$ cat config.mk
export PLATFORM = sky130hd
export DESIGN_NAME = alu
export DESIGN_NICKNAME = d
export VERILOG_FILES = /design/src/logic/cpuPkg.sv /design/src/logic/alu.sv
export SDC_FILE = /design/constraint.sdc
export NUM_CORES = 1
export LEC_CHECK = 0
export BUFFER_PORTS_ARGS = -buffer_cell sky130_fd_sc_hd__buf_2
export CAP_MARGIN = 20
export CORE_AREA = 4 4 88 90
export DETAILED_ROUTE_END_ITERATION = 8
export DIE_AREA = 0 0 92 94
export SLEW_MARGIN = 20
export SYNTH_ARGS = -nofsm -noshare
export SYNTH_HDL_FRONTEND = slang
export SYNTH_SLANG_ARGS = --single-unit
$ cat constraint.sdc
create_clock -name vclk -period 7.35
set_input_delay 1.47 -clock vclk [all_inputs]
set_output_delay 1.47 -clock vclk [all_outputs]
set_load 0.01 [all_outputs]
$ cat src/logic/cpuPkg.sv
// Shared widths, opcodes, APB address map, FSM state codes
// and the instruction word formats
`default_nettype none

package cpuPkg;

  localparam int dataWidth    = 16;
  localparam int regCount     = 8;
  localparam int regIdxWidth  = 3;
  localparam int memDepth     = 256;
  localparam int memAddrWidth = 8;
  localparam int apbAddrWidth = 12;

  localparam logic [3:0] opAnd  = 4'd0;
  localparam logic [3:0] opAdd  = 4'd1;
  localparam logic [3:0] opSub  = 4'd2;
  localparam logic [3:0] opAddi = 4'd3;
  localparam logic [3:0] opAndi = 4'd4;
  localparam logic [3:0] opLw   = 4'd5;
  localparam logic [3:0] opSw   = 4'd7;  // 6 is unassigned
  localparam logic [3:0] opBgt  = 4'd8;
  localparam logic [3:0] opBlt  = 4'd9;
  localparam logic [3:0] opBeq  = 4'd10;
  localparam logic [3:0] opBne  = 4'd11;
  localparam logic [3:0] opJmp  = 4'd12;
  localparam logic [3:0] opHalt = 4'd14;
  localparam logic [3:0] opSv   = 4'd15;

  // APB region in paddr[9:8], index in paddr[7:0]
  localparam logic [1:0] regionInstr = 2'd0;
  localparam logic [1:0] regionData  = 2'd1;
  localparam logic [1:0] regionRegs  = 2'd2;
  localparam logic [1:0] regionCtrl  = 2'd3;
  localparam logic [7:0] ctrlIndex   = 8'd0;

  localparam logic [2:0] stIdle      = 3'd0;
  localparam logic [2:0] stFetch     = 3'd1;
  localparam logic [2:0] stDecode    = 3'd2;
  localparam logic [2:0] stExecute   = 3'd3;
  localparam logic [2:0] stMemory    = 3'd4;
  localparam logic [2:0] stWriteBack = 3'd5;

  typedef union packed {
    struct packed {
      logic [3:0] opcode;
      logic [2:0] rd;
      logic [2:0] rs1;
      logic [2:0] rs2;
      logic [2:0] unused;
    } rFormat;
    struct packed {
      logic [3:0] opcode;
      logic       mode;  // Branches compare against zero when set
      logic [2:0] rd;
      logic [2:0] rs1;
      logic [4:0] imm;
    } iFormat;
    struct packed {
      logic [3:0]  opcode;
      logic [11:0] offset;
    } jFormat;
    struct packed {
      logic [3:0] opcode;
      logic [2:0] rs1;
      logic [8:0] imm;
    } sFormat;
  } instrWord;

endpackage

`default_nettype wire

$ cat src/logic/alu.sv
// ALU for and, add, sub and the unsigned branch compares
`timescale 1ns/1ps
`default_nettype none

module alu (
  input  logic [3:0]                    aluOp,
  input  logic [cpuPkg::dataWidth-1:0]  a,
  input  logic [cpuPkg::dataWidth-1:0]  b,
  output logic [cpuPkg::dataWidth-1:0]  result,
  output logic                          taken
);

  always_comb begin
    case (aluOp)
      cpuPkg::opAnd, cpuPkg::opAndi: result = a & b;
      cpuPkg::opSub:                 result = a - b;
      default:                       result = a + b;  // Also load and store addresses
    endcase
  end

  always_comb begin
    case (aluOp)
      cpuPkg::opBgt: taken = (a > b);
      cpuPkg::opBlt: taken = (a < b);
      cpuPkg::opBeq: taken = (a == b);
      cpuPkg::opBne: taken = (a != b);
      default:       taken = 1'b0;
    endcase
  end

endmodule

`default_nettype wire

==> impl_metrics.yaml <==
logic_synthesis:
  synth_fa_ha_area_frac: 0.218
  syn_inst: 292
  synth_top_family_by_area: "compound AO/OA/AOI/OAI gates"
  synth-xor-area-share: 0.0260
  avgSynthCellArea_um2: 6.92
  syn_area_um2: 2020
  yosys_warnings: 0
  synth_compound_area_frac: 0.415
  yosysSeqAreaShare: 0
  muxShareOfSynthArea: 0.0279
  post_synth_and_or_nand_nor_area_fraction: 0.215
  syn_nets: 362
  yosysUniqueCellTypes: 60
route:
  drc: 0
  antenna_left: 0
  dr_wl_met3_um: 373
  vias: 2395
  dr.pass1.iters: 5
  initialDrtViolationCount: 116
  maxUsedRoutingLayer: "met4"
  drt_wl_total_um: 6410
  met2_wirelength_um: 3190
  wl_met1_um: 2830
  avgViaCountPerCell: 5.58
  wl_per_cell_um: 14.9
floorplanning:
  dieArea_um2: 8650
  core_um2: 7060
  start_util: 0.286
  die_x_um: 92
  rows: 31
  die_h_um: 94
  ios: 53
global_route:
  antenna_found_initial: 0
  grt_pass1_wl_um: 10600
  track_usage: 0.143
  grt_pass1_vias: 2274
  gr-total-overflow: 0
  grt_max_degree: 18
final_layout:
  layout-drive-gt1-share: 0.200
  final_cells: 429
  num-fill-cells: 792
  seq_area_um2: 0
  final_common_cell: "buf_2"
  layout_common_cells: "53 x buf_2, 32 x ha_1, 31 x inv_1"
  clock_buffers: 0
  antenna_cells: 0
  syn_to_final_growth_pct: 16.2
  seq_cells: 0
  layout.nets: 402
worst_hold_path:
  hp-start: "aluOp[3]"
  min_path_type: "in2out"
  min_path_cells: 3
clock_network:
  cts_resized: 0
  post-cts-setup-buffer-count: 0
  ctsHoldBuffers: 0
setup_path:
  critPathLaunchType: "input port"
  worstPathRequired_ps: 5880
  crit_path_start: "a[0]"
  worstPathMaxFanout: 5
  cp.arrival_ps: 3800
  end_kind: "primary output"
  path_class: "in2out"
timing:
  tightest_slew_ps: 843
  rsz0062_at_grt: "false"
  drv_slew: 0
  max_freq_mhz: 190
  fin_crit_sh: 0.717
  fin_tns_setup_ps: 0
  relSlewSlack: 0.436
  period_minus_slack_ps: 5270
  fin_ws_ps: 2080
  hold_violations: 0
  whs_ps: 3290
  setup_viol: 0
place:
  dp_cells: 429
  io_buffers: 53
  dpl.hpwl_um: 5060
  pre_cts_ws_ps: 2080
  gp_congestion: 0.904
power_and_ir_drop:
  p_switching_mw: 0.119
  combPwrFrac: 1.000
  leakage_nw: 1.11
  seqPwrFrac: 0
  power.total_mw: 0.206
  pwr-share-clk: 0
  p_int_mw: 0.0873
  p_sw_frac: 0.576
  p_per_area_nw_per_um2: 87.7
  ir_drop_v: 0.0000351
status:
  status: "complete, no violations"
run:
  drv_cap: 0
-- worst paths after layout --
kind,end
max,taken
min,taken
-- layout make-up --
cell class / instances / area (µm²) / area share
timing repair buffer: 54 / 273 / 0.116
inverter: 33 / 124 / 0.0528
multi-input combinational: 243 / 1830 / 0.778
tap: 99 / 124 / 0.0528
-- cells in the mapped netlist, types with 4 or more instances --
cell type	instances	area, µm²
o31ai_1	4	30.0
o21ai_0	13	65.1
a22o_1	8	70.1
o211ai_1	4	30.0
nor2b_1	4	25.0
nor2_1	29	109
nand2b_1	8	50.1
inv_1	31	116
buf_2	5	25.0
xnor2_1	6	52.6
and3_1	4	25.0
nor3_1	8	40.0
clkbuf_1	10	37.5
nand2_1	16	60.1
a221o_1	9	90.1
ha_1	32	400
a21oi_1	22	110
nand3_1	6	30.0
a21o_1	5	37.5
nand4_1	4	25.0
o221ai_1	9	78.8
-- power groups by stage --
stage / logic [mW] / clock network, mW / registers (mW)
global placement: 0.203 / 0 / 0
finish: 0.206 / 0 / 0
global route: 0.227 / 0 / 0
floorplan: 0.145 / 0 / 0
CTS: 0.205 / 0 / 0
detailed placement: 0.203 / 0 / 0
-- metal layers --
metal / track usage / vias up
met2: 0.262 / 93
met1: 0.188 / 1131
met3: 0.00881 / 2
met5: 0 / -
li1: - / 1169
met4: 0.0173 / 0
-- worst max-delay path, cell delays in order --
cell and delay [ps]:
buf_2 100, inv_1 50, ha_1 160, inv_1 60, fa_1 410, a21o_1 200
a221o_1 380, a21oi_2 190, o22ai_1 110, mux2_4 310, o2111a_1 220, buf_2 130
-- metrics by stage --
step / util / cell area [µm²]
after CTS: 0.333 / 2350
final: 0.333 / 2350
after global routing: 0.333 / 2350
after floorplan: - / 2020
after detailed placement: 0.333 / 2350
after global placement: 0.333 / 2350
-- kinds of logic after synthesis --
group / count (synthesis)
AOI/OAI and AO/OA: 109
and+or+nand+nor: 89
buffers and inverters: 49
adders and majority gates: 34
xor gates and xnor gates: 6
muxes: 5
(Power assumes the default switching activity.)
