[config.mk]
export PLATFORM = sky130hd
export DESIGN_NAME = apbSlave
export DESIGN_NICKNAME = d
export VERILOG_FILES = /design/src/logic/cpuPkg.sv /design/src/logic/apbSlave.sv
export SDC_FILE = /design/constraint.sdc
export NUM_CORES = 1
export LEC_CHECK = 0
export ABC_CLOCK_PERIOD_IN_PS = 3010
export BUFFER_PORTS_ARGS = -buffer_cell sky130_fd_sc_hd__buf_2
export CELL_PAD_IN_SITES_DETAIL_PLACEMENT = 2
export CELL_PAD_IN_SITES_GLOBAL_PLACEMENT = 2
export CORE_MARGIN = 10
export CORE_UTILIZATION = 10
export DETAILED_ROUTE_END_ITERATION = 10
export GPL_ROUTABILITY_DRIVEN = 0
export HOLD_SLACK_MARGIN = 0.15
export PLACE_DENSITY = 0.89
export SETUP_SLACK_MARGIN = 0.2
export SLEW_MARGIN = 20
export SYNTH_ARGS = -nofsm -noshare
export SYNTH_HDL_FRONTEND = slang
export SYNTH_SLANG_ARGS = --single-unit
export TNS_END_PERCENT = 30
[constraint.sdc]
create_clock -name clk -period 3.01 [get_ports clk]
set_input_delay 0.4515 -clock clk [delete_from_list [all_inputs] [get_ports clk]]
set_output_delay 0.4515 -clock clk [all_outputs]
set_load 0.03 [all_outputs]
[src/logic/cpuPkg.sv]
// Shared widths, opcodes, APB address map, FSM state codes
// and the instruction word formats
`default_nettype none

package cpuPkg;

  localparam int dataWidth    = 16;
  localparam int regCount     = 8;
  localparam int regIdxWidth  = 3;
  localparam int memDepth     = 256;
  localparam int memAddrWidth = 8;
  localparam int apbAddrWidth = 12;

  localparam logic [3:0] opAnd  = 4'd0;
  localparam logic [3:0] opAdd  = 4'd1;
  localparam logic [3:0] opSub  = 4'd2;
  localparam logic [3:0] opAddi = 4'd3;
  localparam logic [3:0] opAndi = 4'd4;
  localparam logic [3:0] opLw   = 4'd5;
  localparam logic [3:0] opSw   = 4'd7;  // 6 is unassigned
  localparam logic [3:0] opBgt  = 4'd8;
  localparam logic [3:0] opBlt  = 4'd9;
  localparam logic [3:0] opBeq  = 4'd10;
  localparam logic [3:0] opBne  = 4'd11;
  localparam logic [3:0] opJmp  = 4'd12;
  localparam logic [3:0] opHalt = 4'd14;
  localparam logic [3:0] opSv   = 4'd15;

  // APB region in paddr[9:8], index in paddr[7:0]
  localparam logic [1:0] regionInstr = 2'd0;
  localparam logic [1:0] regionData  = 2'd1;
  localparam logic [1:0] regionRegs  = 2'd2;
  localparam logic [1:0] regionCtrl  = 2'd3;
  localparam logic [7:0] ctrlIndex   = 8'd0;

  localparam logic [2:0] stIdle      = 3'd0;
  localparam logic [2:0] stFetch     = 3'd1;
  localparam logic [2:0] stDecode    = 3'd2;
  localparam logic [2:0] stExecute   = 3'd3;
  localparam logic [2:0] stMemory    = 3'd4;
  localparam logic [2:0] stWriteBack = 3'd5;

  typedef union packed {
    struct packed {
      logic [3:0] opcode;
      logic [2:0] rd;
      logic [2:0] rs1;
      logic [2:0] rs2;
      logic [2:0] unused;
    } rFormat;
    struct packed {
      logic [3:0] opcode;
      logic       mode;  // Branches compare against zero when set
      logic [2:0] rd;
      logic [2:0] rs1;
      logic [4:0] imm;
    } iFormat;
    struct packed {
      logic [3:0]  opcode;
      logic [11:0] offset;
    } jFormat;
    struct packed {
      logic [3:0] opcode;
      logic [2:0] rs1;
      logic [8:0] imm;
    } sFormat;
  } instrWord;

endpackage

`default_nettype wire

[src/logic/apbSlave.sv]
// APB slave with address decode, access error rules, start pulse and status
`timescale 1ns/1ps
`default_nettype none

module apbSlave (
  input  logic                              clk,
  input  logic                              reset,
  input  logic                              psel,
  input  logic                              penable,
  input  logic                              pwrite,
  input  logic [cpuPkg::apbAddrWidth-1:0]   paddr,
  input  logic [cpuPkg::dataWidth-1:0]      pwdata,
  output logic [cpuPkg::dataWidth-1:0]      prdata,
  output logic                              pready,
  output logic                              pslverr,
  input  logic                              busy,
  output logic                              start,
  output logic                              instrWe,
  output logic                              dataWe,
  output logic [cpuPkg::memAddrWidth-1:0]   hostIndex,
  output logic [cpuPkg::dataWidth-1:0]      hostWdata,
  input  logic [cpuPkg::dataWidth-1:0]      instrRdata,
  input  logic [cpuPkg::dataWidth-1:0]      dataRdata,
  input  logic [cpuPkg::dataWidth-1:0]      regRdata
);

  logic [1:0] region;
  logic       access;
  logic       accessError;
  logic       writeOk;
  logic       coreActive;

  assign region     = paddr[9:8];
  assign hostIndex  = paddr[7:0];
  assign hostWdata  = pwdata;
  assign access     = psel && penable;
  assign coreActive = busy || start;  // Covers the cycle before the first fetch
  assign pready     = 1'b1;           // Zero wait states

  always_comb begin
    case (region)
      cpuPkg::regionInstr, cpuPkg::regionData: accessError = coreActive;
      cpuPkg::regionRegs: accessError = pwrite || (hostIndex >= cpuPkg::regCount);
      default: accessError = (hostIndex != cpuPkg::ctrlIndex) || (pwrite && coreActive);
    endcase
  end

  assign pslverr = access && accessError;
  assign writeOk = access && pwrite && !accessError;
  assign instrWe = writeOk && (region == cpuPkg::regionInstr);
  assign dataWe  = writeOk && (region == cpuPkg::regionData);

  always_ff @(posedge clk) begin
    if (reset) begin
      start <= 1'b0;
    end else begin
      start <= writeOk && (region == cpuPkg::regionCtrl) && pwdata[0];  // One cycle only
    end
  end

  always_comb begin
    case (region)
      cpuPkg::regionInstr: prdata = instrRdata;
      cpuPkg::regionData:  prdata = dataRdata;
      cpuPkg::regionRegs:  prdata = regRdata;
      default:             prdata = {{(cpuPkg::dataWidth-1){1'b0}}, coreActive};  // Busy bit
    endcase
  end

endmodule

`default_nettype wire

==> impl_metrics.toml <==
[final_layout]
drive_gt1_share_pct = 62.3
regMostFlops = "start"
stdcell_count = 242
finalInstanceArea_um2 = 1040
largest_reg_flops = 1
multiInputGateArea_um2 = 443
mostFrequentLayoutCells = "buf_2, nand2_1, mux2i_1"
fin_nets = 246
diodes = 0
nFillCells = 838
regArea_um2 = 20.0
layout_commonest_cell = "buf_2"
reg_top3 = "start (1)"
syn_to_final_growth_pct = 52.5

[yosys]
syn_inst = 97
avgSynthCellArea_um2 = 7.06
syn-num-nets = 179
synth.distinct_cells = 24
yosys_warnings = 0
syn_area_um2 = 684
ys_seq_elements = 1
yosysSeqAreaShare_pct = 2.93

[global_routing]
grt_max_degree = 16
grt_antenna_before_repair = 0
grt_overflow = 0
grt_usage_pct = 6.91
grt_pass1_vias = 1084
grt_pass1_wl_um = 5870

[route]
vias = 901
drt_first_pass_iters = 3
drt_iter0_drc = 7
viasPerCell = 3.72
drc = 0
ant_nets = 0
routed_wl_um = 3950
wire_per_inst_um = 16.3

[critical_path]
required_ns = 2.56
crit_slowest_cell = "buf_2"
arrival_ns = 1.76
crit_chain = "buf_2, and2_1, a31oi_1, o22a_2, nor4_2, buf_2"
crit_path_start_kind = "primary input"
slowest_delay_ns = 0.32
critPathCaptureType = "output pin"
worstPathMaxFanout = 13
worst-setup-path-type = "in2out"
rr_worst_depth = 3
cp_common_cell = "buf_2"

[status]
status = "complete, no violations"

[floorplanning]
die_y_um = 103
num_rows = 30
die_w_um = 103
ioPinCount = 127
initial_utilization_pct = 10.2
die_area_um2 = 10600
core-area_um2 = 6720

[clock_network]
clock_latency_ns = 0
cts_setup_buffers = 0
clk_pin_slew_ns = 0
cts_hold_buffers = 0
postCtsResizedCells = 0

[timing]
drv_slew = 0
hold_viol = 0
period_minus_slack_ns = 2.21
achievable-frequency_ghz = 0.453
setup_tns_ns = 0
timing.final.crit_share_pct = 73.4
holdWs_ns = 0.725
skew_ns = 0
fin_ws_ns = 0.800
rsz0062_at_grt = "no"
setup_viol = 0

[place]
dpl_cell_area_um2 = 1040
dp_hpwl_um = 3570
numPortBuffers = 93
placed_cells_incl_taps = 242
dpl_worst_slack_ns = 0.745

[power_and_ir_drop]
p_int_uw = 83.7
p_per_area_nw_per_um2 = 188
p_seq_share_pct = 6.9
vdd_drop_max_v = 0.0000280
pwr-share-clk_pct = 0
p_comb_share_pct = 93.1
p_sw_share_pct = 57.3
switchingPower_uw = 113
p_leak_nw = 0.570

[worst_hold_path]
hold_depth = 3
hold_path.class = "in2reg"

[flow_run]
max-cap-violations = 0
-- synthesized netlist by cell type --
cell type,instances,area (µm²)
buf_4,26,195
nand2_1,16,60.1
mux2i_1,15,150
o21ai_1,9,45.0
o21ai_0,7,35.0
buf_2,3,15.0
nand3_1,2,10.0
nor3_1,2,10.0
nor3_2,2,20.0
a31oi_1,1,6.26
and2_1,1,6.26
and3_1,1,6.26
buf_6,1,11.3
conb_1,1,3.75
dfxtp_1,1,20.0
mux4_2,1,22.5
nand3b_1,1,7.51
nand4_1,1,6.26
nor2_1,1,3.75
nor2b_4,1,13.8
nor3b_1,1,7.51
nor4_2,1,12.5
o22a_2,1,10.0
or2_1,1,6.26
-- power by group through the flow --
stage	Sequential [mW]	Combinational (mW)	Clock, mW
floorplan	0.0136	0.151	0
global placement	0.0136	0.179	0
detailed placement	0.0136	0.187	0
CTS	0.0136	0.188	0
global route	0.0136	0.200	0
finish	0.0136	0.183	0
-- cells by family (layout without fill, tap and decap cells) --
kind of cell / count (synthesis) / after routing / synth area share (%)
muxes: 16 / 16 / 25.2
and+or+nand+nor: 31 / 31 / 24.9
buffers and inverters: 30 / 95 / 32.4
other: 1 / 1 / 0.548
AOI/OAI and AO/OA: 18 / 18 / 14.1
DFF: 1 / 1 / 2.93
-- stage by stage --
step                      util (%)  power [mW]
after detailed placement      15.5       0.201
after global routing          15.5       0.214
after global placement        15.5       0.193
after floorplan                  -       0.165
after CTS                     15.5       0.201
final                         15.5       0.196
-- path summary, 6_finish.rpt --
check,startpoint,end,slack (ns)
max,paddr[8],instrWe,0.80
min reg2reg,start$_SDFF_PP0_,start$_SDFF_PP0_,0.78
min,reset,start$_SDFF_PP0_,0.73
max reg2reg,start$_SDFF_PP0_,start$_SDFF_PP0_,1.94
-- critical path, delay by kind of cell --
kind | cells | cell delay (ns)
AOI/OAI and AO/OA | 2 | 0.33
buffers and inverters | 2 | 0.56
and+or+nand+nor | 2 | 0.41
-- cell type report --
type / count / share of cell area [%]
Timing Repair Buffer: 95 / 46.0
Multi-Input combinational cell: 66 / 42.4
Tap cell: 80 / 9.59
Sequential cell: 1 / 1.92
-- routing by layer --
metal / vias up / track usage (%) / share of wire [%]
met5: - / 0 / 0
met4: 0 / 0.321 / 0
met3: 0 / 2.14 / 9.3
met2: 38 / 15.0 / 62
met1: 423 / 6.19 / 29
li1: 440 / - / -
Note: power is estimated with default switching activity, not from simulation.
