==> config.mk <==
export PLATFORM = sky130hd
export DESIGN_NAME = registerFile
export DESIGN_NICKNAME = d
export VERILOG_FILES = /design/src/logic/cpuPkg.sv /design/src/logic/registerFile.sv
export SDC_FILE = /design/constraint.sdc
export NUM_CORES = 1
export LEC_CHECK = 0
export ABC_CLOCK_PERIOD_IN_PS = 5000
export BUFFER_PORTS_ARGS = -buffer_cell sky130_fd_sc_hd__clkbuf_2
export CAP_MARGIN = 20
export CORE_ASPECT_RATIO = 1.5
export CORE_MARGIN = 2
export CORE_UTILIZATION = 40
export CTS_CLUSTER_SIZE = 14
export DETAILED_ROUTE_END_ITERATION = 6
export GPL_TIMING_DRIVEN = 0
export PLACE_DENSITY = 0.64
export SETUP_SLACK_MARGIN = 0.1
export SYNTH_ARGS = -nofsm -noshare
export SYNTH_HDL_FRONTEND = slang
export SYNTH_SLANG_ARGS = --single-unit
==> constraint.sdc <==
create_clock -name clk -period 5 [get_ports clk]
set_input_delay 0.25 -clock clk [delete_from_list [all_inputs] [get_ports clk]]
set_output_delay 0.25 -clock clk [all_outputs]
set_load 0.02 [all_outputs]
==> src/logic/cpuPkg.sv <==
// Shared widths, opcodes, APB address map, FSM state codes
// and the instruction word formats
`default_nettype none

package cpuPkg;

  localparam int dataWidth    = 16;
  localparam int regCount     = 8;
  localparam int regIdxWidth  = 3;
  localparam int memDepth     = 256;
  localparam int memAddrWidth = 8;
  localparam int apbAddrWidth = 12;

  localparam logic [3:0] opAnd  = 4'd0;
  localparam logic [3:0] opAdd  = 4'd1;
  localparam logic [3:0] opSub  = 4'd2;
  localparam logic [3:0] opAddi = 4'd3;
  localparam logic [3:0] opAndi = 4'd4;
  localparam logic [3:0] opLw   = 4'd5;
  localparam logic [3:0] opSw   = 4'd7;  // 6 is unassigned
  localparam logic [3:0] opBgt  = 4'd8;
  localparam logic [3:0] opBlt  = 4'd9;
  localparam logic [3:0] opBeq  = 4'd10;
  localparam logic [3:0] opBne  = 4'd11;
  localparam logic [3:0] opJmp  = 4'd12;
  localparam logic [3:0] opHalt = 4'd14;
  localparam logic [3:0] opSv   = 4'd15;

  // APB region in paddr[9:8], index in paddr[7:0]
  localparam logic [1:0] regionInstr = 2'd0;
  localparam logic [1:0] regionData  = 2'd1;
  localparam logic [1:0] regionRegs  = 2'd2;
  localparam logic [1:0] regionCtrl  = 2'd3;
  localparam logic [7:0] ctrlIndex   = 8'd0;

  localparam logic [2:0] stIdle      = 3'd0;
  localparam logic [2:0] stFetch     = 3'd1;
  localparam logic [2:0] stDecode    = 3'd2;
  localparam logic [2:0] stExecute   = 3'd3;
  localparam logic [2:0] stMemory    = 3'd4;
  localparam logic [2:0] stWriteBack = 3'd5;

  typedef union packed {
    struct packed {
      logic [3:0] opcode;
      logic [2:0] rd;
      logic [2:0] rs1;
      logic [2:0] rs2;
      logic [2:0] unused;
    } rFormat;
    struct packed {
      logic [3:0] opcode;
      logic       mode;  // Branches compare against zero when set
      logic [2:0] rd;
      logic [2:0] rs1;
      logic [4:0] imm;
    } iFormat;
    struct packed {
      logic [3:0]  opcode;
      logic [11:0] offset;
    } jFormat;
    struct packed {
      logic [3:0] opcode;
      logic [2:0] rs1;
      logic [8:0] imm;
    } sFormat;
  } instrWord;

endpackage

`default_nettype wire

==> src/logic/registerFile.sv <==
// Eight general registers with two core read ports, one write port
// and a host read port
`timescale 1ns/1ps
`default_nettype none

module registerFile (
  input  logic                             clk,
  input  logic                             reset,
  input  logic [cpuPkg::regIdxWidth-1:0]   readIdxA,
  input  logic [cpuPkg::regIdxWidth-1:0]   readIdxB,
  output logic [cpuPkg::dataWidth-1:0]     readDataA,
  output logic [cpuPkg::dataWidth-1:0]     readDataB,
  input  logic                             writeEn,
  input  logic [cpuPkg::regIdxWidth-1:0]   writeIdx,
  input  logic [cpuPkg::dataWidth-1:0]     writeData,
  input  logic [cpuPkg::regIdxWidth-1:0]   hostIdx,
  output logic [cpuPkg::dataWidth-1:0]     hostData
);

  logic [cpuPkg::dataWidth-1:0] regs [cpuPkg::regCount];

  always_ff @(posedge clk) begin
    if (reset) begin
      for (int i = 0; i < cpuPkg::regCount; i++) begin
        regs[i] <= cpuPkg::dataWidth'(i);  // Register i starts at i
      end
    end else if (writeEn) begin
      regs[writeIdx] <= writeData;
    end
  end

  assign readDataA = regs[readIdxA];
  assign readDataB = regs[readIdxB];
  assign hostData  = regs[hostIdx];

endmodule

`default_nettype wire

==> results.md, run 1 <==
* Status: finished, final reports clean
* Top Ports at 79
* DP Cell Count at 826
* PD cells at 326 nW/µm²
* Unrepaired setup endpoints after global routing: no
* Vias in the first global route at 5965
* Die ar. at 21200 µm²
* Crit-path cells: clkbuf_2 > buf_1 > mux4_1 > mux2_2 > clkbuf_2
* Internal power contribution at 2.24 mW
* Slew headroom at 36.8%
* Initial antenna violation count at 0
* Clock share of power at 39.4%
* Slowest-stage cell, CP: buf_1
* Tot GR Track Use at 25.3%
* Hold Crit Class: in -> reg
* Psw at 0.842 mW
* WP data required at 4750 ps
* Fin crit period at 2270 ps
* Final WL at 25800 µm
* Switching share of power at 27.3%
* Setup total negative slack at 0 ps
* Biggest register: regs
* CP Capture Type: primary output
* Placement row count at 63
* GRT overflow at 0
* Max Fclk at 441 MHz
* DRC violations left at 0
* Leak pwr at 3.34 nW
* Synthesized area at 8030 µm²
* WHS at 136 ps
* Post-synthesis sequential area ratio at 47.9%
* Post-CTS sizing at 0
* Crit Path Max Fanout at 10
* DR vias/cell at 6.48
* Core Box Area at 19700 µm²
* H-tree depth at 4
* MaxCap Viol Count at 0
* Die Y-Extent at 178 µm
* Max VDD drop at 0.000212 V
* Startpoint Class: input port
* Antenna Cells at 0
* IO Port Bufs at 72
* Avg WL per Cell at 30.1 µm
* Period Utilization, post-route at 45.4%
* YS warnings at 0
* Final Wtd Congestion at 0.885
* CTS Buffer Depth at 2
* Non-Filler Instances at 858
* Largest net degree at the start of global routing at 17
* Setup Viol. Count Final at 0
* Synth Register Bits at 128
* DR pass1 iterations at 6
* Initial DRC Count at 533
* Max reg flops at 128
* Vias at 5557
* Ratio of cells with drive above 1 in the final layout at 33.8%
* Max incr delay on CP at 720 ps
* Number of clock sinks at 128
* Top delay family on crit path: buffers and inverters
* Worst-margin pin slew at 948 ps
* Cells after synthesis at 486
* Critical path arrival at 2020 ps
* Post-CTS Hold Buffers at 0
* Cts bufs inserted at 17
* CP bufs+invs at 3
* Initial core utilization at 40.7%
* Syn_area_per_cell at 16.5 µm²
* CTS tree: yes
* Largest registers: regs x128
* Count of cell types in the netlist at 19
* Die width at 120 µm
* Root Buffer: clkbuf_16
* CP dominant cell by count: clkbuf_2
* Fin nets at 616
* Mapped Nets at 517
* Post-route ant nets at 0
* Crit path kind: in -> out
* Comb pwr share at 18.4%
* Final Hold Viols at 0
* Sequential Power Share at 42.3%
* Dpl hpwl at 18500 µm
* First-pass GRT wire length at 37700 µm
* Setup bufs post-CTS at 0
* P&R area growth vs syn at 17.7%
* Fin. max-slew vios at 0
* Clock Pin Slew Worst Setup and Hold Paths at 60 ps
==> logic make-up (layout without fill, tap and decap cells) <==
| group | after synthesis | in the layout | share of synthesized area, % |
|---|---|---|---|
| AOI/OAI and AO/OA | 8 | 8 | 0.748 |
| DFF | 128 | 128 | 47.9 |
| buffers and inverters | 72 | 184 | 5.13 |
| and+or+nand+nor | 134 | 134 | 8.65 |
| muxes | 144 | 144 | 37.6 |
==> power groups by stage <==
stage          Combinational, mW  Sequential, mW  Clock [mW]
6_report                   0.566            1.30        1.21
5_1_grt                    0.590            1.31        1.26
3_5_place_dp               0.563            1.32           0
3_3_place_gp               0.537            1.31           0
2_1_floorplan              0.373            1.30           0
4_1_cts                    0.564            1.30        1.21
==> final timing paths <==
kind,cells past startpoint,startpoint,slack (ps),end
hold / removal,2,writeData[1],140,regs[3][1]$_SDFFCE_PN1P_
setup / recovery,5,readIdxA[2],2730,readDataA[4]
==> metal layers <==
metal	track usage [%]	part of all wire, %
met1	25.8	32
met2	47.5	55
met3	4.63	6.7
met4	15.1	5.6
met5	0	0
==> cells in the mapped netlist <==
master    count  share of area, %
clkinv_1     13              0.61
clkbuf_2      3              0.19
mux4_1       84                27
or3_1        12              0.94
or3b_1        1              0.11
clkbuf_1     23               1.1
mux2_2       48               6.7
nand2b_1      2              0.16
o21bai_1      8              0.75
nand3b_1      1             0.094
edfxtp_1    128                48
inv_1         3              0.14
nor3_1      116               7.2
buf_1        10              0.47
or2_2         1             0.078
mux4_2       12               3.4
nand2_1       1             0.047
buf_6        18               2.5
buf_2         2              0.12
==> stage by stage <==
stage          worst slack [ps]  util, %  instance area, µm²  total power [mW]
6_report                   2730     47.9                9450              3.08
5_1_grt                    2740     47.9                9450              3.16
4_1_cts                    2770     47.9                9450              3.07
3_5_place_dp               2390     45.0                8880              1.88
3_3_place_gp               1360     44.2                8710              1.85
2_1_floorplan              2780        -                8030              1.67
==> cells in the final DEF, fill, tap and decap left out, drive strengths merged, types with 2 or more instances in the layout <==
master	instances
edfxtp	128
clkbuf	117
nor3	116
mux4	96
mux2	48
buf	38
clkinv	22
or3	12
o21bai	8
inv	4
nand2b	2
bufinv	2
==> final cells by class <==
| cell class | instances | area, µm² |
|---|---|---|
| tap | 260 | 325 |
| multi-input combinational | 286 | 3800 |
| inverter | 16 | 60.1 |
| clock inverter | 13 | 140 |
| fill | 1726 | 10300 |
| timing repair buffer | 80 | 493 |
| buffer | 56 | 352 |
| clock buffer | 19 | 433 |
| sequential | 128 | 3840 |
Power figures use the tool's default switching activity.
==> run 2, diff against run 1 <==
ABC_CLOCK_PERIOD_IN_PS = 1800   (was 5000)
PLACE_DENSITY = 0.66   (was 0.64)
clock period = 1.8 ns   (was 5 ns; I/O delays follow)
==> run 2 against run 1 <==
Net effect:
- the run now ends with hold timing, setup timing left
- largest cell class unchanged
- first-iteration DRC count up 30%
- critical path type is now reg -> out
- setup slack worse by 2800 ps
- count of clock-buffer cells in the layout down 2
==> results.md, run 2 (synthesized netlist as in run 1, its figures left out) <==
* Commonest non-fill, non-tap cell in the layout: edfxtp_1
* Slew headroom at 31.0%
* Worst path depth at 3
* First-pass GRT wire length at 37200 µm
* Filler instances at 1663
* Initial core utilization at 40.7%
* Period Utilization, post-route at 106%
* Worst-margin pin slew at 1030 ps
* CTS Buffer Depth at 2
* GRT overflow at 0
* WP data required at 1710 ps
* Final Wtd Congestion at 0.887
* Top Ports at 79
* Final WL at 26000 µm
* Power Total at 9.37 mW
* Post-route ant nets at 0
* DRC violations left at 0
* Initial antenna violation count at 0
* DP Cell Count at 822
* Avg WL per Cell at 30.1 µm
* Critical path startpoint: regs[3][3]$_SDFFCE_PN0P_
* Top delay family on crit path: multiplexers
* Max Fclk at 526 MHz
* Commonest cells after routing, fill and taps aside: edfxtp_1 (128), nor3_1 (116), mux4_2 (93)
* Core Box Area at 19700 µm²
* Largest net degree at the start of global routing at 17
* Root Buffer: clkbuf_16
* Vias in the first global route at 6088
* IO Port Bufs at 72
* Max reg flops at 128
* Number of clock sinks at 128
* Fin crit period at 1900 ps
* Hold Crit Class: in -> reg
* Final Hold Viols at 2
* Max incr delay on CP at 490 ps
* Startpoint Class: flip-flop
* Fin. max-slew vios at 0
* Clock Pin Slew Worst Setup and Hold Paths at 60 ps
* H-tree depth at 4
* Area of the multi-input gates at 3720 µm²
* Die Y-Extent at 178 µm
* CP Capture Type: primary output
* Setup Viol. Count Final at 48
* Crit Path Max Fanout at 3
* PD cells at 937 nW/µm²
* DR vias/cell at 6.56
* P&R area growth vs syn at 24.5%
* Die width at 120 µm
* CTS tree: yes
* Status: finished, violations left
* Ratio of cells with drive above 1 in the final layout at 49.4%
* Non-Filler Instances at 865
* Vias at 5671
* Biggest register: regs
* Crit-path cells: mux4_2 > mux2_4 > buf_8
* Setup WS post-layout at -101 ps
* Tot GR Track Use at 24.7%
* MaxCap Viol Count at 0
* Slowest-stage cell, CP: mux4_2
* Placement row count at 63
* CP bufs+invs at 1
* Critical path arrival at 1810 ps
* Unrepaired setup endpoints after global routing: yes
* Cts bufs inserted at 17
* DR pass1 iterations at 5
* Failing checks: hold timing, setup timing
* Crit path kind: reg -> out
* Antenna Cells at 0
* Leak pwr at 3.44 nW
* Max VDD drop at 0.000576 V
* Fin nets at 624
* Dpl hpwl at 17900 µm
* Initial DRC Count at 692
* Die ar. at 21200 µm²
* WHS at -3.16 ps
* End point of the critical path: hostData[3]
* Register area at 3840 µm²
* Largest registers: regs x128
-- run 2: routing by layer --
| metal | share of wire [%] | GRT usage (%) | vias to the layer above | wire, µm |
|---|---|---|---|---|
| li1 | - | - | 2233 | - |
| met1 | 31 | 25.0 | 2846 | 8150 |
| met2 | 54 | 45.0 | 459 | 14100 |
| met3 | 9.1 | 6.27 | 133 | 2360 |
| met4 | 5.7 | 15.1 | 0 | 1480 |
| met5 | 0 | 0 | - | 0 |
-- run 2: what timing repair did --
action,in CTS,in global routing
endpoints found under the hold margin,5,0
gates resized for setup,200,89
setup buffers,4,6
setup endpoints to repair,156,90
hold buffers,2,0
pin swaps,4,2
-- run 2: how the worst min path moves through the flow --
stage               depth (start not counted)                  endpoint         start
floorplan                                   1  regs[1][0]$_SDFFCE_PN1P_  writeData[0]
global placement                            2  regs[7][2]$_SDFFCE_PN1P_  writeData[2]
detailed placement                          2  regs[6][2]$_SDFFCE_PN1P_  writeData[2]
CTS                                         2  regs[5][0]$_SDFFCE_PN1P_  writeData[0]
global route                                2  regs[5][0]$_SDFFCE_PN1P_  writeData[0]
finish                                      2  regs[5][0]$_SDFFCE_PN1P_  writeData[0]
-- run 2: cell type report --
cell class | count | area share, %
clock buffer | 17 | 4.26
clock inverter | 14 | 1.90
buffer | 56 | 3.73
tap | 260 | 3.26
multi-input combinational | 286 | 37.3
inverter | 16 | 0.601
timing repair buffer | 88 | 10.5
sequential | 128 | 38.5
-- run 2: power by group --
part | switching [mW] | total [mW] | internal (mW)
logic | 0.978 | 2.09 | 1.12
clock network | 1.33 | 3.64 | 2.31
registers | 0.158 | 3.64 | 3.48
-- run 2: per-stage QoR --
stage / utilization [%] / TNS (ps) / setup WS, ps / area [µm²] / hold WS [ps]
2_1_floorplan: - / -1920 / -60.0 / 8070 / 269
3_3_place_gp: 44.4 / -106950 / -1600 / 8750 / 412
3_5_place_dp: 44.8 / -64090 / -730 / 8830 / 420
4_1_cts: 49.7 / -2970 / -101 / 9790 / 4.06
5_1_grt: 50.7 / -3920 / -118 / 9990 / 5.73
6_report: 50.7 / -3110 / -101 / 9990 / -3.16
