[config.mk]
export PLATFORM = sky130hd
export DESIGN_NAME = controlUnit
export DESIGN_NICKNAME = d
export VERILOG_FILES = /design/src/logic/cpuPkg.sv /design/src/logic/controlUnit.sv
export SDC_FILE = /design/constraint.sdc
export NUM_CORES = 1
export LEC_CHECK = 0
export BUFFER_PORTS_ARGS = -buffer_cell sky130_fd_sc_hd__buf_2
export CORE_UTILIZATION = 53
export CTS_CLUSTER_SIZE = 40
export DETAILED_ROUTE_END_ITERATION = 16
export GPL_TIMING_DRIVEN = 0
export MAX_ROUTING_LAYER = met4
export PLACE_DENSITY = 0.91
export SLEW_MARGIN = 10
export SYNTH_ARGS = -nofsm -noshare
export SYNTH_HDL_FRONTEND = slang
export SYNTH_SLANG_ARGS = --single-unit
[constraint.sdc]
create_clock -name clk -period 6.3 [get_ports clk]
set_input_delay 0.63 -clock clk [delete_from_list [all_inputs] [get_ports clk]]
set_output_delay 0.63 -clock clk [all_outputs]
set_load 0.02 [all_outputs]
[src/logic/cpuPkg.sv]
// Shared widths, opcodes, APB address map, FSM state codes
// and the instruction word formats
`default_nettype none

package cpuPkg;

  localparam int dataWidth    = 16;
  localparam int regCount     = 8;
  localparam int regIdxWidth  = 3;
  localparam int memDepth     = 256;
  localparam int memAddrWidth = 8;
  localparam int apbAddrWidth = 12;

  localparam logic [3:0] opAnd  = 4'd0;
  localparam logic [3:0] opAdd  = 4'd1;
  localparam logic [3:0] opSub  = 4'd2;
  localparam logic [3:0] opAddi = 4'd3;
  localparam logic [3:0] opAndi = 4'd4;
  localparam logic [3:0] opLw   = 4'd5;
  localparam logic [3:0] opSw   = 4'd7;  // 6 is unassigned
  localparam logic [3:0] opBgt  = 4'd8;
  localparam logic [3:0] opBlt  = 4'd9;
  localparam logic [3:0] opBeq  = 4'd10;
  localparam logic [3:0] opBne  = 4'd11;
  localparam logic [3:0] opJmp  = 4'd12;
  localparam logic [3:0] opHalt = 4'd14;
  localparam logic [3:0] opSv   = 4'd15;

  // APB region in paddr[9:8], index in paddr[7:0]
  localparam logic [1:0] regionInstr = 2'd0;
  localparam logic [1:0] regionData  = 2'd1;
  localparam logic [1:0] regionRegs  = 2'd2;
  localparam logic [1:0] regionCtrl  = 2'd3;
  localparam logic [7:0] ctrlIndex   = 8'd0;

  localparam logic [2:0] stIdle      = 3'd0;
  localparam logic [2:0] stFetch     = 3'd1;
  localparam logic [2:0] stDecode    = 3'd2;
  localparam logic [2:0] stExecute   = 3'd3;
  localparam logic [2:0] stMemory    = 3'd4;
  localparam logic [2:0] stWriteBack = 3'd5;

  typedef union packed {
    struct packed {
      logic [3:0] opcode;
      logic [2:0] rd;
      logic [2:0] rs1;
      logic [2:0] rs2;
      logic [2:0] unused;
    } rFormat;
    struct packed {
      logic [3:0] opcode;
      logic       mode;  // Branches compare against zero when set
      logic [2:0] rd;
      logic [2:0] rs1;
      logic [4:0] imm;
    } iFormat;
    struct packed {
      logic [3:0]  opcode;
      logic [11:0] offset;
    } jFormat;
    struct packed {
      logic [3:0] opcode;
      logic [2:0] rs1;
      logic [8:0] imm;
    } sFormat;
  } instrWord;

endpackage

`default_nettype wire

[src/logic/controlUnit.sv]
// Multi-cycle FSM with pc, instruction register, decode, operand latches
// and next-pc selection
`timescale 1ns/1ps
`default_nettype none

module controlUnit (
  input  logic                              clk,
  input  logic                              reset,
  input  logic                              start,
  output logic                              busy,
  output logic [cpuPkg::memAddrWidth-1:0]   pc,
  input  logic [cpuPkg::dataWidth-1:0]      instruction,
  output logic [cpuPkg::regIdxWidth-1:0]    readIdxA,
  output logic [cpuPkg::regIdxWidth-1:0]    readIdxB,
  input  logic [cpuPkg::dataWidth-1:0]      readDataA,
  input  logic [cpuPkg::dataWidth-1:0]      readDataB,
  output logic                              regWriteEn,
  output logic [cpuPkg::regIdxWidth-1:0]    regWriteIdx,
  output logic [3:0]                        aluOp,
  output logic [cpuPkg::dataWidth-1:0]      aluA,
  output logic [cpuPkg::dataWidth-1:0]      aluB,
  input  logic [cpuPkg::dataWidth-1:0]      aluResult,
  input  logic                              taken,
  output logic                              memWriteEn,
  output logic [cpuPkg::dataWidth-1:0]      storeData,
  output logic [cpuPkg::dataWidth-1:0]      latchedResult,
  output logic                              useMemData
);

  logic [2:0]                      state;
  cpuPkg::instrWord                ir;
  logic [3:0]                      opcode;
  logic                            isRType;
  logic                            isBranch;
  logic                            isStore;
  logic                            isValid;
  logic [cpuPkg::dataWidth-1:0]    immSext;
  logic [cpuPkg::dataWidth-1:0]    operandB;
  logic [cpuPkg::memAddrWidth-1:0] pcInc;
  logic [cpuPkg::memAddrWidth-1:0] branchTarget;

  assign opcode   = ir.rFormat.opcode;
  assign isRType  = opcode inside {cpuPkg::opAnd, cpuPkg::opAdd, cpuPkg::opSub};
  assign isBranch = opcode inside {cpuPkg::opBgt, cpuPkg::opBlt, cpuPkg::opBeq, cpuPkg::opBne};
  assign isStore  = (opcode == cpuPkg::opSw) || (opcode == cpuPkg::opSv);
  assign isValid  = isRType || isBranch || isStore ||
                    (opcode inside {cpuPkg::opAddi, cpuPkg::opAndi, cpuPkg::opLw});
  assign immSext  = {{(cpuPkg::dataWidth-5){ir.iFormat.imm[4]}}, ir.iFormat.imm};

  assign pcInc        = pc + 1'b1;
  assign branchTarget = pc + {{(cpuPkg::memAddrWidth-5){ir.iFormat.imm[4]}}, ir.iFormat.imm};

  // Register read indices per format
  always_comb begin
    if (isBranch) begin
      readIdxA = ir.iFormat.rd;  // Branches compare rd first
    end else if (opcode == cpuPkg::opSv) begin
      readIdxA = ir.sFormat.rs1;
    end else if (isRType) begin
      readIdxA = ir.rFormat.rs1;
    end else begin
      readIdxA = ir.iFormat.rs1;
    end
    if (isRType) begin
      readIdxB = ir.rFormat.rs2;
    end else if (isBranch) begin
      readIdxB = ir.iFormat.rs1;
    end else begin
      readIdxB = ir.iFormat.rd;  // SW store data
    end
  end

  always_comb begin
    if (isRType) begin
      operandB = readDataB;
    end else if (opcode == cpuPkg::opAndi) begin
      operandB = {{(cpuPkg::dataWidth-5){1'b0}}, ir.iFormat.imm};
    end else if (isBranch) begin
      operandB = ir.iFormat.mode ? '0 : readDataB;  // Zero compare mode
    end else if (opcode == cpuPkg::opSv) begin
      operandB = '0;  // Address is the register itself
    end else begin
      operandB = immSext;
    end
  end

  // Payload latches
  always_ff @(posedge clk) begin
    if (state == cpuPkg::stFetch) begin
      ir <= instruction;
    end
    if (state == cpuPkg::stDecode) begin
      aluA      <= readDataA;
      aluB      <= operandB;
      storeData <= (opcode == cpuPkg::opSv) ?
                   {{(cpuPkg::dataWidth-9){1'b0}}, ir.sFormat.imm} : readDataB;
    end
    if (state == cpuPkg::stExecute) begin
      latchedResult <= aluResult;
    end
  end

  always_ff @(posedge clk) begin
    if (reset) begin
      state <= cpuPkg::stIdle;
      pc    <= '0;
    end else begin
      case (state)
        cpuPkg::stIdle: begin
          if (start) begin
            state <= cpuPkg::stFetch;
            pc    <= '0;
          end
        end
        cpuPkg::stFetch: state <= cpuPkg::stDecode;
        cpuPkg::stDecode: begin
          if (opcode == cpuPkg::opJmp) begin
            pc    <= ir.jFormat.offset[cpuPkg::memAddrWidth-1:0];
            state <= cpuPkg::stFetch;
          end else if (opcode == cpuPkg::opHalt) begin
            state <= cpuPkg::stIdle;
          end else if (!isValid) begin
            pc    <= pcInc;  // Unused opcodes act as no-ops
            state <= cpuPkg::stFetch;
          end else begin
            state <= cpuPkg::stExecute;
          end
        end
        cpuPkg::stExecute: begin
          if (isBranch) begin
            pc    <= taken ? branchTarget : pcInc;
            state <= cpuPkg::stFetch;
          end else begin
            state <= cpuPkg::stMemory;
          end
        end
        cpuPkg::stMemory: begin
          if (isStore) begin
            pc    <= pcInc;
            state <= cpuPkg::stFetch;
          end else begin
            state <= cpuPkg::stWriteBack;
          end
        end
        cpuPkg::stWriteBack: begin
          pc    <= pcInc;
          state <= cpuPkg::stFetch;
        end
        default: state <= cpuPkg::stIdle;
      endcase
    end
  end

  assign busy        = (state != cpuPkg::stIdle);
  assign aluOp       = opcode;
  assign regWriteEn  = (state == cpuPkg::stWriteBack);
  assign regWriteIdx = isRType ? ir.rFormat.rd : ir.iFormat.rd;
  assign memWriteEn  = (state == cpuPkg::stMemory) && isStore;
  assign useMemData  = (opcode == cpuPkg::opLw);

endmodule

`default_nettype wire

==> results.md <==
- Nature of the critical path startpoint: flop
- Layout cell share with drive strength beyond 1: 40.5%
- Pwr per Cell Area: 250 nW/µm²
- Total congestion overflow: 0
- RSZ-0062 raised after global routing: false
- Largest net degree at the start of global routing: 28
- Worst Setup End Kind: output pin
- Setup_tns: 0 ns
- Wire length per cell: between 15 and 20 µm
- Crit-path max cell delay: 0.41 ns
- Post-CTS Setup Bufs: 0
- Register bit count reported by yosys: 91
- NumNets Final: between 500 and 600
- Clk_lat worst skew: 0.36 ns
- Ys async rst share: 0%
- Comb pwr share: 17.9%
- Maxcap violations: 0
- FF/Latch Area: 2620 µm²
- Fin area: between 5000 and 6000 µm²
- Leak: 2.24 nW
- Placeable Area: 7730 µm²
- Setup CP Type: reg2out
- First-pass GRT wire length: between 15 and 20 mm
- Final Critical Period: 2.97 ns
- Mapped cell area: 4240 µm²
- Main synth FF type: edfxtp_1
- Hold buffers post-CTS: 0
- Sink Count: 91
- Worst path bufs/invs: 4
- Max Buffers Root-to-Sink: 2
- Drt pass-1 iters: 5
- Vias per cell: 5.56
- Antenna violations before repair: 0
- Slowest-stage cell, CP: clkbuf_1
- WP data arrival: 2.34 ns
- FP Rows: 32
- Clk network pwr share: 28.4%
- Fin. max-slew vios: 0
- Sw Share: 29.4%
- Switching pwr: 396 µW
- TritonCTS clock tree: done
- ANT nets after route: 0
- Mapped Cells: roughly 330
- Sequential Power Share: 53.8%
- H-tree lvl count: 3
- Area occupied by multi-input gates: 1510 µm²
- Total routed wirelength: 10.3 mm
- IO Pins: 157
- Internal power: 949 µW
- Worst hold-check path type: in2reg
- Max transition margin: 41.0%
- Starting density of the core: 54.8%
- CP Cell Sequence: buf_2, clkbuf_1, clkbuf_1, nand2_1, o21ai_0, o32ai_1, a21oi_1, buf_2
- Clock transition at the registers of the reported paths: 0.11 ns
- # DRC: 0
- Root Buffer: clkbuf_8
- Routability cong.: 0.865
- Resized Gates After CTS: 0
- Mapped Nets: around 410
- FMAX: between 300 and 400 MHz
- Yosys warnings: 0
- EDFF count, synth: 80
- Final setup fails: 0
- Placed Area: 5190 µm²
- Syn Area/Cell: 12.8 µm²
- Cell taking the most area after synthesis: edfxtp_1
- Initial DRC Count: 156
- Critical path's top delay family: buffers and inverters
- Least-Margin Pin Slew: 0.882 ns
- Max IR drop VDD: between 0.1 and 0.15 mV
- Largest cells by area after synthesis: edfxtp_1, dfxtp_1, mux2_2
- Die ar.: roughly 8400 µm²
- TritonCTS Buffers: 9
- Detailed placer's ending HPWL: 7.69 mm
- Skew final: 0.0175 ns
- CP Data Required Time: 5.67 ns
- Hold Fails Final Rpt: 0
- Tcrit/Tclk final: a little under half
- Seq/Total Area, Yosys: 61.9%
- Synth unique cells: 53
- Status: finished clean
- Antenna Cells: 0
- # fillers: between 500 and 600
- Area growth syn-to-layout: 27.1%
- Detailed-route via count: 3383
- Vias in the first global route: approximately 3200
- Yosys top cell area share: 56.7%
- CP max FO: 10
- Die Span X: around 91 µm
- Port Buf Inserts: 156
- Tot GR Track Use: around a quarter
- Die Span Y: 91.4 µm
[layout make-up]
| type | instances | share of cell area, % |
|---|---|---|
| Buffer | 18 | 1.79 |
| Sequential cell | 91 | 48.7 |
| Timing Repair Buffer | 158 | 15.2 |
| Inverter | 5 | 0.349 |
| Clock inverter | 7 | 1.26 |
| Clock buffer | 9 | 2.30 |
| Multi-Input combinational cell | 218 | 28.1 |
| Tap cell | 102 | 2.37 |
[logic make-up after synthesis]
kind of cell / Yosys count / share of synthesized area, %
and+or+nand+nor: 98 / 12.5
DFF: 91 / 61.9
AOI/OAI and AO/OA: 88 / 14.4
buffers and inverters: 23 / 2.72
muxes: 15 / 3.93
adders and majority gates: 9 / 2.84
xor gates and xnor gates: 8 / 1.65
[layout by cell type (no fill, tap or decap), types with 7 or more instances in the layout]
cell type  synthesis  routed
buf_2              5     161
edfxtp_1          80      80
nor2_1            24      23
o21ai_0           21      21
nand2_1           17      17
a21oi_1           15      15
mux2_2            13      13
a21o_1            11      11
dfxtp_1           11      11
and2_1             9       9
clkbuf_8           0       9
o2bb2ai_1          8       8
ha_1               8       8
clkbuf_1           7       7
[worst paths after layout]
kind | start | end | slack, ns | cells after the start
max | ir[15] | readIdxA[0] | 3.33 | 8
min | readDataA[15] | aluA[15] | 0.43 | 1
max reg2reg | ir[15] | aluB[7] | 4.05 | 7
min reg2reg | pc[7] | pc[7] | 0.53 | 1
[through the flow]
step	hold WS [ns]	cells	total power, mW	setup slack [ns]	util, %
floorplan	0.548	332	0.883	2.95	-
global placement	0.512	590	0.961	1.83	66.6
detailed placement	0.514	592	0.975	3.76	67.2
CTS	0.423	608	1.35	3.36	69.7
global route	0.417	608	1.40	3.10	69.7
finish	0.432	608	1.34	3.33	69.7
[power groups by stage]
| stage | Combinational [mW] | Sequential (mW) | Clock, mW |
|---|---|---|---|
| 2_1_floorplan | 0.120 | 0.762 | 0 |
| 5_1_grt | 0.260 | 0.727 | 0.410 |
| 6_report | 0.240 | 0.723 | 0.382 |
| 3_5_place_dp | 0.239 | 0.737 | 0 |
| 4_1_cts | 0.240 | 0.723 | 0.387 |
| 3_3_place_gp | 0.224 | 0.737 | 0 |
[flip-flops by register name, indices dropped and copies added (netlist names)]
name	count
pc	8
state	3
storeData	16
ir	16
latchedResult	16
aluB	16
aluA	16
[synth_stat cells, types with 5 or more instances]
| library cell | count |
|---|---|
| nor3_1 | 6 |
| edfxtp_1 | 80 |
| a221oi_1 | 6 |
| a22o_1 | 6 |
| xor2_1 | 6 |
| buf_2 | 5 |
| dfxtp_1 | 11 |
| nand3_1 | 6 |
| and3_1 | 6 |
| ha_1 | 8 |
| nor2_1 | 24 |
| a21o_1 | 11 |
| o21ai_0 | 21 |
| o2bb2ai_1 | 8 |
| mux2_2 | 13 |
| nor3b_1 | 7 |
| and2_1 | 9 |
| clkbuf_1 | 7 |
| nor2b_1 | 6 |
| a21oi_1 | 15 |
| inv_1 | 5 |
| nand2_1 | 17 |
[layer usage]
metal	GRT usage (%)	part of all wire [%]
met1	31.7	41
met2	41.8	49
met3	4.36	7.2
met4	12.0	2.3
met5	-	0
[worst register-to-register path: stages (launching register included)]
cell and delay [ns]:
edfxtp_1 0.42, buf_2 0.19, or2_2 0.31, o21ai_0 0.25, o21ai_0 0.14, and3_1 0.20
clkbuf_1 0.26, a21o_1 0.26
Power figures use the tool's default switching activity.
